### config.mk
export PLATFORM = sky130hd
export DESIGN_NAME = uart_frame_link
export DESIGN_NICKNAME = d
export VERILOG_FILES = /design/src/logic/uart_frame_pkg.sv /design/src/logic/frame_link_if.sv /design/src/logic/apb_frame_regs.sv /design/src/logic/frame_rx_decoder.sv /design/src/logic/frame_tx_sequencer.sv /design/src/logic/uart_frame_link.sv /design/src/logic/uart_rx.sv /design/src/logic/uart_tx.sv
export VERILOG_INCLUDE_DIRS = /design/src /design/src/logic
export SDC_FILE = /design/constraint.sdc
export NUM_CORES = 1
export LEC_CHECK = 0
export BUFFER_PORTS_ARGS = -buffer_cell sky130_fd_sc_hd__buf_4
export CORE_AREA = 10 10 157 217
export DETAILED_ROUTE_END_ITERATION = 6
export DIE_AREA = 0 0 167 227
export PLACE_DENSITY = 0.84
export SYNTH_ARGS = -nofsm -noshare
export SYNTH_HDL_FRONTEND = slang
export SYNTH_SLANG_ARGS = --single-unit
export TNS_END_PERCENT = 10
### constraint.sdc
create_clock -name sys_clk -period 8.2 [get_ports sys_clk]
set_input_delay 2.05 -clock sys_clk [delete_from_list [all_inputs] [get_ports sys_clk]]
set_output_delay 2.05 -clock sys_clk [all_outputs]
set_load 0.01 [all_outputs]
### src/logic/uart_frame_defines.svh
// ~~~~~~~~~~~~~~~~~~~~~~~~~~~~~~~~~~~~~~~~~~~~~~~~
// uart frame link defines
// bit period, payload limit and APB register map
// ~~~~~~~~~~~~~~~~~~~~~~~~~~~~~~~~~~~~~~~~~~~~~~~~
`ifndef UART_FRAME_DEFINES_SVH
`define UART_FRAME_DEFINES_SVH

`define UF_CLKS_PER_BIT 16
`define UF_MAX_LEN 16

// byte offsets, buffers are four words each
`define UF_REG_CTRL 8'h00
`define UF_REG_STATUS 8'h04
`define UF_REG_TXBUF 8'h10
`define UF_REG_RXBUF 8'h20

`endif

### src/logic/uart_frame_pkg.sv
// ~~~~~~~~~~~~~~~~~~~~~~~~~~~~~~~~~~~~~~~~~~~~~~~~
// uart frame link package
// shared byte, length and index types
// ~~~~~~~~~~~~~~~~~~~~~~~~~~~~~~~~~~~~~~~~~~~~~~~~
package uart_frame_pkg;

	// one serial data byte
	typedef logic [7:0] uart_byte_t;

	// payload length, 0 to 16
	typedef logic [4:0] frame_len_t;

	// position inside a 16 byte buffer
	typedef logic [3:0] frame_index_t;

	// opening and closing delimiter character
	localparam uart_byte_t FRAME_DELIM = 8'h26;

endpackage

### src/logic/frame_link_if.sv
// ~~~~~~~~~~~~~~~~~~~~~~~~~~~~~~~~~~~~~~~~~~~~~~~~
// frame link interfaces
// register block to tx sequencer and rx decoder
// ~~~~~~~~~~~~~~~~~~~~~~~~~~~~~~~~~~~~~~~~~~~~~~~~
`timescale 1ns/1ns

interface frame_tx_if;
	import uart_frame_pkg::*;

	logic start;
	frame_len_t length;
	uart_byte_t rd_byte;
	frame_index_t rd_index;
	logic busy;
	logic done;

	modport regs (output start, output length, output rd_byte,
		input rd_index, input busy, input done);
	modport seq (input start, input length, input rd_byte,
		output rd_index, output busy, output done);
endinterface

interface frame_rx_if;
	import uart_frame_pkg::*;

	logic wr_en;
	frame_index_t wr_index;
	uart_byte_t wr_byte;
	logic frame_done;
	logic frame_error;
	frame_len_t length;

	modport dec (output wr_en, output wr_index, output wr_byte,
		output frame_done, output frame_error, output length);
	modport regs (input wr_en, input wr_index, input wr_byte,
		input frame_done, input frame_error, input length);
endinterface

### src/logic/apb_frame_regs.sv
// ~~~~~~~~~~~~~~~~~~~~~~~~~~~~~~~~~~~~~~~~~~~~~~~~
// APB frame registers
// control, status, tx buffer and rx buffer
// ~~~~~~~~~~~~~~~~~~~~~~~~~~~~~~~~~~~~~~~~~~~~~~~~
`timescale 1ns/1ns
`include "uart_frame_defines.svh"

module apb_frame_regs (
	input  logic sys_clk,
	input  logic sys_rst_n,
	input  logic [7:0] paddr,
	input  logic psel,
	input  logic penable,
	input  logic pwrite,
	input  logic [31:0] pwdata,
	output logic [31:0] prdata,
	output logic pready,
	output logic pslverr,
	frame_tx_if.regs ftx,
	frame_rx_if.regs frx
);
	import uart_frame_pkg::*;

	logic access, wr_acc, aligned;
	logic hit_ctrl, hit_status, hit_txbuf, hit_rxbuf;
	logic [1:0] word_sel;
	frame_len_t ctrl_len, rx_len;
	logic rx_ready, rx_error, rx_overrun;
	logic frame_accept;
	uart_byte_t tx_buf [`UF_MAX_LEN];
	uart_byte_t rx_stage [`UF_MAX_LEN];
	uart_byte_t rx_buf [`UF_MAX_LEN];

	assign access = psel && penable;
	assign wr_acc = access && pwrite;
	assign aligned = (paddr[1:0] == 2'b00);
	assign word_sel = paddr[3:2];
	assign hit_ctrl = aligned && (paddr == `UF_REG_CTRL);
	assign hit_status = aligned && (paddr == `UF_REG_STATUS);
	assign hit_txbuf = aligned && (paddr[7:4] == 4'(`UF_REG_TXBUF >> 4));
	assign hit_rxbuf = aligned && (paddr[7:4] == 4'(`UF_REG_RXBUF >> 4));

	// no wait states
	assign pready = 1'b1;
	assign pslverr = access && !(hit_ctrl || hit_status || hit_txbuf || hit_rxbuf);

	// start fires in the access cycle itself
	assign ftx.start = wr_acc && hit_ctrl && pwdata[0];
	assign ftx.length = ctrl_len;
	assign ftx.rd_byte = tx_buf[ftx.rd_index];

	// a finished frame only lands while the buffer is free
	assign frame_accept = frx.frame_done && !rx_ready;

	always_ff @(posedge sys_clk or negedge sys_rst_n) begin
		if (!sys_rst_n) begin
			ctrl_len <= '0;
			rx_len <= '0;
			rx_ready <= 1'b0;
			rx_error <= 1'b0;
			rx_overrun <= 1'b0;
		end else begin
			if (wr_acc && hit_ctrl)
				ctrl_len <= (pwdata[12:8] > frame_len_t'(`UF_MAX_LEN)) ?
					frame_len_t'(`UF_MAX_LEN) : pwdata[12:8];
			// write one to clear, new events win
			if (wr_acc && hit_status) begin
				if (pwdata[1])
					rx_ready <= 1'b0;
				if (pwdata[2])
					rx_error <= 1'b0;
				if (pwdata[3])
					rx_overrun <= 1'b0;
			end
			if (frame_accept) begin
				rx_ready <= 1'b1;
				rx_len <= frx.length;
			end
			if (frx.frame_done && rx_ready)
				rx_overrun <= 1'b1;
			if (frx.frame_error)
				rx_error <= 1'b1;
		end
	end

	// byte storage
	always_ff @(posedge sys_clk) begin
		if (wr_acc && hit_txbuf) begin
			for (int b = 0; b < 4; b++)
				tx_buf[{word_sel, 2'(b)}] <= pwdata[8*b +: 8];
		end
		// staging keeps RXBUF intact across bad frames
		if (frx.wr_en && !rx_ready)
			rx_stage[frx.wr_index] <= frx.wr_byte;
		if (frame_accept)
			rx_buf <= rx_stage;
	end

	always_comb begin
		prdata = '0;
		if (hit_ctrl)
			prdata[12:8] = ctrl_len;
		else if (hit_status)
			prdata = {19'd0, rx_len, 4'd0, rx_overrun, rx_error, rx_ready, ftx.busy};
		else if (hit_txbuf || hit_rxbuf) begin
			for (int b = 0; b < 4; b++)
				prdata[8*b +: 8] = hit_txbuf ? tx_buf[{word_sel, 2'(b)}] :
					rx_buf[{word_sel, 2'(b)}];
		end
	end

endmodule

### src/logic/frame_rx_decoder.sv
// ~~~~~~~~~~~~~~~~~~~~~~~~~~~~~~~~~~~~~~~~~~~~~~~~
// frame rx decoder
// finds && delimiters and writes out payload bytes
// ~~~~~~~~~~~~~~~~~~~~~~~~~~~~~~~~~~~~~~~~~~~~~~~~
`timescale 1ns/1ns
`include "uart_frame_defines.svh"

module frame_rx_decoder (
	input  logic sys_clk,
	input  logic sys_rst_n,
	input  logic rx_vld,
	input  uart_frame_pkg::uart_byte_t rx_data,
	frame_rx_if.dec frx
);
	import uart_frame_pkg::*;

	localparam logic [1:0] S_HUNT = 2'd0;
	localparam logic [1:0] S_OPEN = 2'd1;
	localparam logic [1:0] S_PAYLOAD = 2'd2;
	localparam logic [1:0] S_CLOSE = 2'd3;

	logic [1:0] state;
	frame_len_t len;
	logic is_delim;

	assign is_delim = (rx_data == FRAME_DELIM);

	always_ff @(posedge sys_clk or negedge sys_rst_n) begin
		if (!sys_rst_n) begin
			state <= S_HUNT;
			len <= '0;
			frx.wr_en <= 1'b0;
			frx.frame_done <= 1'b0;
			frx.frame_error <= 1'b0;
		end else begin
			frx.wr_en <= 1'b0;
			frx.frame_done <= 1'b0;
			frx.frame_error <= 1'b0;
			if (rx_vld) begin
				case (state)
					S_HUNT: if (is_delim)
						state <= S_OPEN;
					S_OPEN: begin
						len <= '0;
						state <= is_delim ? S_PAYLOAD : S_HUNT;
						frx.frame_error <= !is_delim;
					end
					S_PAYLOAD: begin
						if (is_delim) begin
							state <= S_CLOSE;
						end else if (len == frame_len_t'(`UF_MAX_LEN)) begin
							// 17th payload byte
							state <= S_HUNT;
							frx.frame_error <= 1'b1;
						end else begin
							frx.wr_en <= 1'b1;
							len <= len + 5'd1;
						end
					end
					default: begin
						// lone & inside payload is an error
						state <= S_HUNT;
						frx.frame_done <= is_delim;
						frx.frame_error <= !is_delim;
					end
				endcase
			end
		end
	end

	// byte and position for the write strobe
	always_ff @(posedge sys_clk) begin
		if (rx_vld && state == S_PAYLOAD) begin
			frx.wr_byte <= rx_data;
			frx.wr_index <= len[3:0];
		end
	end

	assign frx.length = len;

endmodule

### src/logic/frame_tx_sequencer.sv
// ~~~~~~~~~~~~~~~~~~~~~~~~~~~~~~~~~~~~~~~~~~~~~~~~
// frame tx sequencer
// sends &&, the payload bytes, then && via uart_tx
// ~~~~~~~~~~~~~~~~~~~~~~~~~~~~~~~~~~~~~~~~~~~~~~~~
`timescale 1ns/1ns

module frame_tx_sequencer (
	input  logic sys_clk,
	input  logic sys_rst_n,
	frame_tx_if.seq ftx,
	output logic tx_req,
	output uart_frame_pkg::uart_byte_t tx_data,
	input  logic tx_done
);
	import uart_frame_pkg::*;

	localparam logic [6:0] S_IDLE = 7'b000_0001;
	localparam logic [6:0] S_OPEN1 = 7'b000_0010;
	localparam logic [6:0] S_OPEN2 = 7'b000_0100;
	localparam logic [6:0] S_PAYLOAD = 7'b000_1000;
	localparam logic [6:0] S_CLOSE1 = 7'b001_0000;
	localparam logic [6:0] S_CLOSE2 = 7'b010_0000;
	localparam logic [6:0] S_FINISH = 7'b100_0000;

	logic [6:0] state;
	logic busy;
	frame_index_t rd_index;
	frame_len_t sent_cnt;
	frame_len_t len_q;

	always_ff @(posedge sys_clk or negedge sys_rst_n) begin
		if (!sys_rst_n) begin
			state <= S_IDLE;
			busy <= 1'b0;
			tx_req <= 1'b0;
			tx_data <= '0;
			rd_index <= '0;
			sent_cnt <= '0;
			len_q <= '0;
		end else begin
			tx_req <= 1'b0;
			case (state)
				S_IDLE: if (ftx.start) begin
					state <= S_OPEN1;
					busy <= 1'b1;
					tx_req <= 1'b1;
					tx_data <= FRAME_DELIM;
					rd_index <= '0;
					sent_cnt <= '0;
				end
				// length register is settled by now
				S_OPEN1: if (tx_done) begin
					state <= S_OPEN2;
					tx_req <= 1'b1;
					tx_data <= FRAME_DELIM;
					len_q <= ftx.length;
				end
				S_OPEN2, S_PAYLOAD: if (tx_done) begin
					tx_req <= 1'b1;
					if (sent_cnt == len_q) begin
						// all bytes out, or empty payload
						state <= S_CLOSE1;
						tx_data <= FRAME_DELIM;
					end else begin
						state <= S_PAYLOAD;
						tx_data <= ftx.rd_byte;
						rd_index <= rd_index + 4'd1;
						sent_cnt <= sent_cnt + 5'd1;
					end
				end
				S_CLOSE1: if (tx_done) begin
					state <= S_CLOSE2;
					tx_req <= 1'b1;
					tx_data <= FRAME_DELIM;
				end
				S_CLOSE2: if (tx_done) begin
					state <= S_FINISH;
					busy <= 1'b0;
				end
				default: state <= S_IDLE;
			endcase
		end
	end

	assign ftx.rd_index = rd_index;
	assign ftx.busy = busy;
	assign ftx.done = (state == S_FINISH);

endmodule

### src/logic/uart_frame_link.sv
// ~~~~~~~~~~~~~~~~~~~~~~~~~~~~~~~~~~~~~~~~~~~~~~~~
// uart frame link top
// APB register front end over a framed 8N1 link
// ~~~~~~~~~~~~~~~~~~~~~~~~~~~~~~~~~~~~~~~~~~~~~~~~
`timescale 1ns/1ns
`include "uart_frame_defines.svh"

module uart_frame_link #(
	parameter int clks_per_bit = `UF_CLKS_PER_BIT
) (
	input  logic sys_clk,
	input  logic sys_rst_n,
	input  logic [7:0] paddr,
	input  logic psel,
	input  logic penable,
	input  logic pwrite,
	input  logic [31:0] pwdata,
	output logic [31:0] prdata,
	output logic pready,
	output logic pslverr,
	input  logic uart_rxd,
	output logic uart_txd
);
	import uart_frame_pkg::*;

	logic tx_req, tx_done, rx_vld;
	uart_byte_t tx_data, rx_data;

	frame_tx_if ftx ();
	frame_rx_if frx ();

	apb_frame_regs u_regs (
		.sys_clk(sys_clk), .sys_rst_n(sys_rst_n),
		.paddr(paddr), .psel(psel), .penable(penable), .pwrite(pwrite),
		.pwdata(pwdata), .prdata(prdata), .pready(pready), .pslverr(pslverr),
		.ftx(ftx.regs), .frx(frx.regs)
	);

	// execute side
	frame_tx_sequencer u_seq (
		.sys_clk(sys_clk), .sys_rst_n(sys_rst_n), .ftx(ftx.seq),
		.tx_req(tx_req), .tx_data(tx_data), .tx_done(tx_done)
	);

	uart_tx #(.clks_per_bit(clks_per_bit)) u_tx (
		.sys_clk(sys_clk), .sys_rst_n(sys_rst_n), .tx_req(tx_req),
		.tx_data(tx_data), .txd(uart_txd), .tx_done(tx_done)
	);

	// decode side
	uart_rx #(.clks_per_bit(clks_per_bit)) u_rx (
		.sys_clk(sys_clk), .sys_rst_n(sys_rst_n), .rxd(uart_rxd),
		.rx_data(rx_data), .rx_vld(rx_vld)
	);

	frame_rx_decoder u_dec (
		.sys_clk(sys_clk), .sys_rst_n(sys_rst_n), .rx_vld(rx_vld),
		.rx_data(rx_data), .frx(frx.dec)
	);

endmodule

### src/logic/uart_rx.sv
// ~~~~~~~~~~~~~~~~~~~~~~~~~~~~~~~~~~~~~~~~~~~~~~~~
// uart receiver
// 8N1 byte capture with mid-bit sampling
// ~~~~~~~~~~~~~~~~~~~~~~~~~~~~~~~~~~~~~~~~~~~~~~~~
`timescale 1ns/1ns
`include "uart_frame_defines.svh"

module uart_rx #(
	parameter int clks_per_bit = `UF_CLKS_PER_BIT
) (
	input  logic sys_clk,
	input  logic sys_rst_n,
	input  logic rxd,
	output uart_frame_pkg::uart_byte_t rx_data,
	output logic rx_vld
);
	import uart_frame_pkg::*;

	localparam int CW = $clog2(clks_per_bit);
	localparam logic [CW-1:0] LAST_CLK = CW'(clks_per_bit - 1);
	localparam logic [CW-1:0] HALF_CLK = CW'(clks_per_bit / 2 - 1);

	localparam logic [1:0] S_IDLE = 2'd0;
	localparam logic [1:0] S_START = 2'd1;
	localparam logic [1:0] S_DATA = 2'd2;
	localparam logic [1:0] S_STOP = 2'd3;

	logic rx_s1, rx_s2, rx_prev;
	logic [1:0] state;
	logic [CW-1:0] clk_cnt;
	logic [2:0] bit_cnt;
	uart_byte_t shift;

	always_ff @(posedge sys_clk or negedge sys_rst_n) begin
		if (!sys_rst_n) begin
			rx_s1 <= 1'b1;
			rx_s2 <= 1'b1;
			rx_prev <= 1'b1;
		end else begin
			rx_s1 <= rxd;
			rx_s2 <= rx_s1;
			rx_prev <= rx_s2;
		end
	end

	always_ff @(posedge sys_clk or negedge sys_rst_n) begin
		if (!sys_rst_n) begin
			state <= S_IDLE;
			clk_cnt <= '0;
			bit_cnt <= '0;
			rx_vld <= 1'b0;
		end else begin
			rx_vld <= 1'b0;
			clk_cnt <= clk_cnt + 1'b1;
			case (state)
				S_IDLE: begin
					clk_cnt <= '0;
					if (rx_prev && !rx_s2)
						state <= S_START;
				end
				// start bit must still be low at half period
				S_START: if (clk_cnt == HALF_CLK) begin
					clk_cnt <= '0;
					bit_cnt <= '0;
					state <= rx_s2 ? S_IDLE : S_DATA;
				end
				S_DATA: if (clk_cnt == LAST_CLK) begin
					clk_cnt <= '0;
					bit_cnt <= bit_cnt + 3'd1;
					if (bit_cnt == 3'd7)
						state <= S_STOP;
				end
				default: if (clk_cnt == LAST_CLK) begin
					rx_vld <= rx_s2;
					state <= S_IDLE;
				end
			endcase
		end
	end

	// lsb arrives first
	always_ff @(posedge sys_clk) begin
		if (state == S_DATA && clk_cnt == LAST_CLK)
			shift <= {rx_s2, shift[7:1]};
	end

	assign rx_data = shift;

endmodule

### src/logic/uart_tx.sv
// ~~~~~~~~~~~~~~~~~~~~~~~~~~~~~~~~~~~~~~~~~~~~~~~~
// uart transmitter
// sends one 8N1 byte per request, lsb first
// ~~~~~~~~~~~~~~~~~~~~~~~~~~~~~~~~~~~~~~~~~~~~~~~~
`timescale 1ns/1ns
`include "uart_frame_defines.svh"

module uart_tx #(
	parameter int clks_per_bit = `UF_CLKS_PER_BIT
) (
	input  logic sys_clk,
	input  logic sys_rst_n,
	input  logic tx_req,
	input  uart_frame_pkg::uart_byte_t tx_data,
	output logic txd,
	output logic tx_done
);
	localparam int CW = $clog2(clks_per_bit);
	localparam logic [CW-1:0] LAST_CLK = CW'(clks_per_bit - 1);

	logic busy;
	logic [CW-1:0] clk_cnt;
	logic [3:0] bit_cnt;
	// stop, data, start from msb to lsb
	logic [9:0] shift;

	always_ff @(posedge sys_clk or negedge sys_rst_n) begin
		if (!sys_rst_n) begin
			busy <= 1'b0;
			clk_cnt <= '0;
			bit_cnt <= '0;
			shift <= '1;
		end else if (!busy) begin
			if (tx_req) begin
				busy <= 1'b1;
				clk_cnt <= '0;
				bit_cnt <= '0;
				shift <= {1'b1, tx_data, 1'b0};
			end
		end else if (clk_cnt == LAST_CLK) begin
			clk_cnt <= '0;
			if (bit_cnt == 4'd9) begin
				busy <= 1'b0;
			end else begin
				bit_cnt <= bit_cnt + 4'd1;
				shift <= {1'b1, shift[9:1]};
			end
		end else begin
			clk_cnt <= clk_cnt + 1'b1;
		end
	end

	// line idles high
	assign txd = busy ? shift[0] : 1'b1;

	// last clock of the stop bit
	assign tx_done = busy && (bit_cnt == 4'd9) && (clk_cnt == LAST_CLK);

endmodule

### Word level (Yosys, flattened, before mapping)

Memory sizes are Yosys's and may differ from the RTL's.
Index checks and enable logic that the tools add are counted.
W data, S select, Z words.

* register bits after elaboration: 362
* latch bits: 0
* RAM bits: 128
* ROM bits: 0
* word-level logic and storage cells: 294
* memories kept: 1

Memories
* u_regs.tx_buf: depth 16, bits a word 8, rd ports 5, clocked after memory_dff 0, write ports 4, RTL line apb_frame_regs.sv:30 `` uart_byte_t tx_buf [`UF_MAX_LEN]; ``

* $add $sub $neg: 7
* multiply operators: 0
* div/mod/pow operators: 0
* order comparisons: 7
* equal/unequal tests: 38
* shift operators: 0
* multiplexer cells: 110
* bitwise logic cells: 5
* reduce and logical (&&, ||, !) cells: 63

Operators with widths (number)
* $mux W8: 18
* $bmux W8 S4: 4
* $bwmux W128: 1
* $mux W32: 2
* $mux W4: 11
* $mux W10: 4
* $mux W5: 8
* $mux W7: 5
* $pmux W7 S5: 1
* $demux W8 S4: 1
* $mux W1: 31
* $ge A5 B5 Y1 const B: 5
* $not A4 Y5: 5
* $pmux W8 S3: 1
* $reduce_bool A2 Y1: 11
* $logic_and A1 B1 Y1: 20
* $mux W2: 10
* $ne A2 B2 Y1 const B: 10
* $pmux W5 S2: 2
* $mux W19: 1
* $add A4 B1 Y4 const B: 4
* $eq A4 B4 Y1 const B: 3
* $ne A2 B1 Y1 const B: 6
* $pmux W2 S3: 2
* other kinds (38): 64

### Depth between registers and ports, before layout

Gate-level depths: netlist (run 1).

* word-level depth: 8
* mapped depth: 8
* depth with buffers taken out: 8

### Hierarchy

Synthesis (run 1) repeated with hierarchy kept, for this count alone.

* cells, all modules: 1085
* area total of the unflattened synthesis: 19610.1 µm²

By module, submodules not included
* apb_frame_regs: instances 1, cells each 728, area an instance 15308.4 µm², sequential area each 11856.4 µm²
* frame_tx_sequencer: instances 1, cells each 146, area an instance 1517.7 µm², sequential area each 777.0 µm²
* uart_tx: instances 1, cells each 86, area an instance 987.2 µm², sequential area each 461.7 µm²
* frame_rx_decoder: instances 1, cells each 62, area an instance 937.1 µm², sequential area each 610.6 µm²
* uart_rx: instances 1, cells each 63, area an instance 859.6 µm², sequential area each 569.3 µm²

### Least setup slack after synthesis (run 1)

OpenSTA, ideal clock, no wires.

* path kind: input -> register
* start: in paddr[1]
* end: mem u_regs.tx_buf[10][0] (netlist name) (enable)
* library setup time: 468 ps
* data arrival time: 5624 ps
* data required time: 7732 ps
* path slack: 2109 ps
* stages: 6
* cells stage by stage: or4_1 > nor2_1 > and2_1 > clkbuf_1 > nand2_1 > nor3b_1

RTL lines
* start, declared: RTL line uart_frame_link.sv:13 `input logic [7:0] paddr,`
* end, declared: RTL line apb_frame_regs.sv:30

### Worst setup path after layout (run 1)

* start: in paddr[1]
* end: out prdata[17]

* longest elaborated chain between the ends: 6

Ends and longest elaborated chain
* $logic_not A2 Y1: RTL line apb_frame_regs.sv:36 `assign aligned = (paddr[1:0] == 2'b00);`
* $logic_and A1 B1 Y1, on equally long branches: RTL line apb_frame_regs.sv:40, apb_frame_regs.sv:41
* $mux W8 or $logic_or A1 B1 Y1 (tied branches): RTL line apb_frame_regs.sv:107, apb_frame_regs.sv:105
* $mux W32: RTL line apb_frame_regs.sv:105 `else if (hit_txbuf || hit_rxbuf) begin`
* $mux W32: RTL line apb_frame_regs.sv:103 `else if (hit_status)`
* $mux W19 *: RTL line apb_frame_regs.sv:101 `if (hit_ctrl)`
* end, declared: RTL line uart_frame_link.sv:18 `output logic [31:0] prdata,`

Mark *: on every way between the ends. The rest lies on a longest branch, timed or not.

==> results of run 1 <==
## Yosys cell counts (7+ instances only)
master	count	share of area (%)
edfxtp_1	404	62
mux4_2	96	11
nand2_1	90	1.7
dfrtp_1	72	9.2
nor2_1	52	1.0
a21oi_1	45	1.2
o21ai_0	37	0.95
clkbuf_1	28	0.54
nand3_1	21	0.54
mux2i_1	19	0.98
a22oi_1	18	0.69
inv_1	17	0.33
mux2_2	16	0.92
ha_1	14	0.90
nand2b_1	14	0.45
dfstp_2	13	1.8
buf_2	12	0.31
nor3_1	11	0.28
xor2_1	8	0.36
a22o_1	7	0.31
a31oi_1	7	0.22
and2_1	7	0.22
## registers in the layout (all words and copies together) (netlist names), 7 cells and up
register           count
u_regs.rx_buf        128
u_regs.rx_stage      128
u_regs.tx_buf        128
u_tx.shift             9
u_dec.frx.wr_byte      8
u_rx.rx_data           8
u_seq.tx_data          8
u_seq.state            7
## path summary, 6_finish.rpt
path,startpoint,endpoint,slack [ns],cells after the start
worst max-delay path,paddr[1],prdata[17],1.39,7
worst min-delay path,u_rx.rx_s1,u_rx.rx_s2,0.36,0
worst max register to register,u_regs.rx_ready,u_regs.rx_buf[66],5.43,3
worst min register to register,u_rx.rx_s1,u_rx.rx_s2,0.36,0
max in group asynchronous,sys_rst_n,u_seq.ftx.rd_index[0],5.70,2
min in group asynchronous,sys_rst_n,u_tx.bit_cnt[1],1.37,1
## power by group through the flow
stage | logic (mW) | registers, mW | clock network (mW)
final | 0.185 | 2.71 | 2.10
after global routing | 0.203 | 2.72 | 2.21
after CTS | 0.186 | 2.71 | 2.13
after detailed placement | 0.182 | 2.77 | 0
after global placement | 0.175 | 2.77 | 0
after floorplan | 0.119 | 2.76 | 0
## final cells by class
| type | instances | area share, % |
|---|---|---|
| antenna | 1 | 0.01141 |
| multi-input combinational | 542 | 22.62 |
| clock inverter | 29 | 1.534 |
| timing repair buffer | 92 | 3.136 |
| clock buffer | 50 | 5.121 |
| sequential | 489 | 65.07 |
| tap | 385 | 2.195 |
| inverter | 18 | 0.3193 |
## logic make-up after synthesis
group / after synthesis
fa+ha+maj: 14
mux: 131
buf+inv: 66
flops: 489
compound gates: 143
xor+xnor: 13
simple gates: 240
other cells: 1
## stage by stage
step / setup slack, ns / total power, mW / cells / util (%) / instance area, µm²
after detailed placement: 1.384 / 2.949 / 1525 / 68.39 / 20470
after CTS: 1.429 / 5.027 / 1604 / 73.27 / 21930
final: 1.390 / 5.004 / 1606 / 73.30 / 21940
after floorplan: 2.109 / 2.875 / 1097 / - / 19490
after global placement: 1.363 / 2.941 / 1525 / 68.39 / 20470
after global routing: 1.188 / 5.132 / 1606 / 73.30 / 21940
## critical path: stages
cell	delay, ns
buf_4	0.11
or4_1	0.62
nor2_1	0.16
and2_1	0.93
nand2_1	0.22
a21oi_1	0.44
buf_4	0.22
## routing by layer
metal  part of all wire (%)  vias to the layer above
met5                      0                        -
met2                     54                      553
met1                     34                     5560
met4                    5.2                        0
met3                    6.5                      132
li1                       -                     4510
==> flow_summary.toml, run 1 <==
[critical_path]
crit_fanout = 25
crit_required_ns = 6.15
critPathKind = "in2out"
cp-start-kind = "input port"
arrival_ns = 4.76
cp-end-kind = "primary output"

[final_layout]
nNetsFinal = 1246
layout-drive-gt1-share_pct = 24.75
multi_input_comb_area_mm2 = 0.004962
final_common_cell = "edfxtp_1"
syn_to_final_growth_pct = 12.57
final_cell_mix = "edfxtp_1, mux4_2, buf_4"
fill_cells = 1639
regArea_mm2 = 0.01428

[sta]
rsz0062_at_grt = "no"
max-slew-margin-rel_pct = 15.03
slew_violations = 0
hold_viol = 0
finalSetupViolCount = 0
skew_ns = 0.01989
worst_pin_slew_ns = 1.265
whs_ns = 0.3621
max_freq_mhz = 146.8
finalCriticalPeriod_ns = 6.810
fin_crit_sh_pct = 83.05
finalSetupTns_ns = 0

[pwr]
power.internal_mw = 3.981
p_leak_nw = 7.727
swShare_pct = 20.44
pwr-share-seq_pct = 54.3
power_frac_comb_pct = 3.7
max-vdd-ir-drop_v = 0.0002002
power_density_mw_per_mm2 = 228.0
power.share.clock_pct = 42.0
switchingPower_mw = 1.023

[clock_tree]
ctsHoldBuffers = 0
cts-resized-gates = 0
clockBufferDepth = 3
htreeDepth = 2
tritoncts = "built"
cts_setup_buffers = 0
cts_buffers = 43
clkTransAtPathRegs_ns = 0.07
clk_latency_ns = 0.56
clockRootBuffer = "clkbuf_16"
numClockSinks = 489

[global_route]
grt_pass1_vias = 10910
grt_pass1_wl_mm = 68.50
use_met2_pct = 42.57
antenna_found_initial = 1
top_usage_layer = "met2"
grt_usage_pct = 23.85
grt_overflow = 0
use_met3_pct = 3.935
grt_max_degree = 97
met1_usage_pct = 27.17

[logic_synthesis]
synth_top_family_by_area = "multiplexers"
syn_avg_cell_area_um2 = 17.77
yosysUniqueCellTypes = 64
synth-async-reset-ratio_pct = 17.38
synth_mux_area_share_pct = 12.99
syn_inst = 1097
synth_xor_area_share_pct = 0.5842
synth_compound_area_share_pct = 4.667
syn-num-nets = 1157
synth-main-ff-cell = "edfxtp_1"
seq_area_frac_synth_pct = 73.24
yosys_warnings = 0
synth_edf_count = 404
synth_seq_cells = 489
yosys.area_share.simple_pct = 6.156
synth_area_mm2 = 0.01949
synth_fa_ha_area_share_pct = 0.8987

[die]
dieWidth_um = 167
start_util_pct = 65.11
chipHeight_um = 227
dieArea_mm2 = 0.03791
io_pins = 81
core_mm2 = 0.02994
row_count = 75

[detailed_routing]
ant_nets = 0
via_count = 10760
vias_per_cell = 6.697
first_iter_violations = 1213
wirelength_mm = 45.33
wire_per_inst_um = 28.22
drc_errors = 0
drtPass1Iterations = 5

[place]
place_congestion = 0.8548
dpl.hpwl_mm = 28.76
numPortBuffers = 79

[hold_path]
hold_path_class = "reg2reg"

[job]
drv_cap = 0

[status]
status = "finished, final reports clean"
(Power assumes the default switching activity.)
==> run 2: changes to the inputs <==
Settings changed: ABC_AREA from default to 1, CORE_AREA 10 10 157 217 to 10 10 172 238, DIE_AREA 0 0 167 227 to 0 0 182 248, PLACE_DENSITY 0.84 to 0.76.
Clock period 8.2 ns to 5.65 ns, I/O delays scaled along.
==> run 2 against run 1 <==
  * Critical path depth is 1 higher
  * Die area up 19%
  * Synthesized cell count rose by 48%
  * Largest power group unchanged
  * First-iteration DRC count increased by 15%
  * Clock power up 57%
==> flow_summary.toml, run 2 <==
[sta]
slew_violations = 0
skew_ns = 0.02538
finalSetupTns_ns = 0
finalCriticalPeriod_ns = 5.110
finalSetupViolCount = 0
whs_ns = 0.3598
worst_pin_slew_ns = 1.129
hold_viol = 0
max-slew-margin-rel_pct = 24.45
max_freq_mhz = 195.7
fin_crit_sh_pct = 90.44
rsz0062_at_grt = "no"

[place]
numPortBuffers = 79
dpl.hpwl_mm = 33.18
place_congestion = 0.9535
dp.cells = 2119

[logic_synthesis]
syn-num-nets = 1679
synth-main-ff-cell = "edfxtp_1"
synth_area_leaders = "edfxtp_1, dfrtp_1, nand2_1, inv_1, o22ai_1"
synth-async-reset-ratio_pct = 17.38
synth.most_common_cell = "edfxtp_1"
yosys_warnings = 0
synth_seq_cells = 489
synth_area_mm2 = 0.01986
synth_xor_area_share_pct = 0.5732
yosysTopAreaCell = "edfxtp_1"
synth_top_family_by_area = "simple AND/OR/NAND/NOR gates"
yosys.area_share.simple_pct = 13.37
seq_area_frac_synth_pct = 71.87
synth_edf_count = 404
syn_inst = 1619
yosysUniqueCellTypes = 48
synth_compound_area_share_pct = 8.334
synth_mux_area_share_pct = 0.05039
synth_fa_ha_area_share_pct = 0.8819
yosys-top-cells-count = "edfxtp_1, nand2_1, inv_1"
yosys.area.top_type_share_pct = 61.08
syn_avg_cell_area_um2 = 12.27

[final_layout]
layout-drive-gt1-share_pct = 13.82
fill_cells = 2603
fin_cells = 2204
syn_to_final_growth_pct = 13.46
final_cell_mix = "edfxtp_1, nand2_1, inv_1"
final_common_cell = "edfxtp_1"
reg.largest.list = "u_regs.rx_buf: 128 flops, u_regs.rx_stage: 128 flops, u_regs.tx_buf: 128 flops"
nNetsFinal = 1760

[clock_tree]
clockRootBuffer = "clkbuf_16"
ctsHoldBuffers = 0
clk_latency_ns = 0.57
cts-resized-gates = 0
tritoncts = "built"
htreeDepth = 2
numClockSinks = 489
clkTransAtPathRegs_ns = 0.06
clockBufferDepth = 3
cts_setup_buffers = 0
cts_buffers = 45

[pwr]
power.internal_mw = 6.013
max-vdd-ir-drop_v = 0.0004124
power_density_mw_per_mm2 = 340.9
power.share.clock_pct = 43.0
power_frac_comb_pct = 5.8
switchingPower_mw = 1.670
swShare_pct = 21.73
pwr-share-seq_pct = 51.3
p_leak_nw = 8.522

[die]
start_util_pct = 54.49
row_count = 83
dieArea_mm2 = 0.04514
io_pins = 81
chipHeight_um = 248
core_mm2 = 0.03645
dieWidth_um = 182

[critical_path]
cp-end-kind = "primary output"
cp-start-kind = "input port"
crit_top_cell = "buf_4"
cp_cell_sequence = "buf_4 > nor2_2 > nand4_2 > nand2_1 > buf_4 > nand3_1 > nand3_1 > buf_4"
path_buf_inv = 3
crit_fanout = 24
arrival_ns = 3.70
critPathTopFamily = "simple AND/OR/NAND/NOR gates"
crit_required_ns = 4.24
slowest_delay_ns = 0.85
critPathKind = "in2out"
cp_slowest_cell = "nand2_1"

[global_route]
grt_pass1_wl_mm = 73.64
grt_usage_pct = 21.20
antenna_found_initial = 1
grt_max_degree = 69
grt_pass1_vias = 12750
grt_overflow = 0

[detailed_routing]
wirelength_mm = 49.16
first_iter_violations = 1395
wire_per_inst_um = 22.31
drtPass1Iterations = 6
via_count = 13010
vias_per_cell = 5.902
drc_errors = 0
ant_nets = 0

[status]
status = "finished, final reports clean"

[job]
drv_cap = 0

[hold_path]
hold_path_class = "reg2reg"
[run 2: kinds of logic (layout without fill, tap and decap cells)]
family	Yosys count	count (layout)
simple gates	600	600
flops	489	489
compound gates	270	270
buf+inv	231	348
fa+ha+maj	14	14
xor+xnor	13	13
other cells	1	2
mux	1	1
[run 2: through the flow]
step	util [%]	worst slack (ns)	total power, mW	area (µm²)
floorplan	-	1.701	4.311	19860
global placement	57.35	0.6853	4.439	20900
detailed placement	57.35	0.5830	4.454	20900
CTS	61.80	0.5949	7.717	22530
global route	61.83	0.3931	7.911	22540
finish	61.83	0.5404	7.683	22540
[run 2: cell type report]
type	count	area, µm²	share of cell area, %
diodes	1	2.502	0.01110
clock buffers	51	1181	5.241
clock inverters	32	441.7	1.960
inverters	160	603.1	2.676
multi-input cells	899	4647	20.62
flip-flops and latches	489	14280	63.35
well taps	467	584.3	2.593
repair buffers	105	800.8	3.553
[run 2: final timing paths]
path                                  startpoint          endpoint  slack [ns]  cells past startpoint
max                                     paddr[1]        prdata[12]        0.54                      8
min                                   u_rx.rx_s1        u_rx.rx_s2        0.36                      0
max reg2reg                u_seq.ftx.rd_index[0]  u_seq.tx_data[2]        2.55                      9
min reg2reg                           u_rx.rx_s1        u_rx.rx_s2        0.36                      0
max in group asynchronous              sys_rst_n   u_rx.bit_cnt[1]        3.82                      2
min in group asynchronous              sys_rst_n  u_seq.tx_data[4]        0.79                      1
[run 2: layer usage]
metal	vias to the layer above	global-route usage (%)	share of wire, %
met2	630	38.03	52
met5	-	0	0
met4	0	11.17	5.7
li1	5880	-	-
met1	6335	23.99	36
met3	162	3.235	6.7
[run 2: worst register-to-register path, stage by stage, from the launching register on]
cell and delay [ns]:
dfrtp_2 0.34, buf_4 0.52, clkinv_1 0.86, buf_4 0.51
o211ai_1 0.28, nand3_1 0.12, nand3_1 0.11, nand3_1 0.11
nand2_1 0.09, nand2_1 0.05
[run 2: power by group through the flow]
stage                     registers (mW)  logic (mW)  clock network [mW]
after CTS                           3.94       0.444                3.34
final                               3.94       0.445                3.30
after global placement              4.01       0.429                   0
after global routing                3.94       0.487                3.48
after detailed placement            4.01       0.443                   0
after floorplan                     4.00       0.306                   0
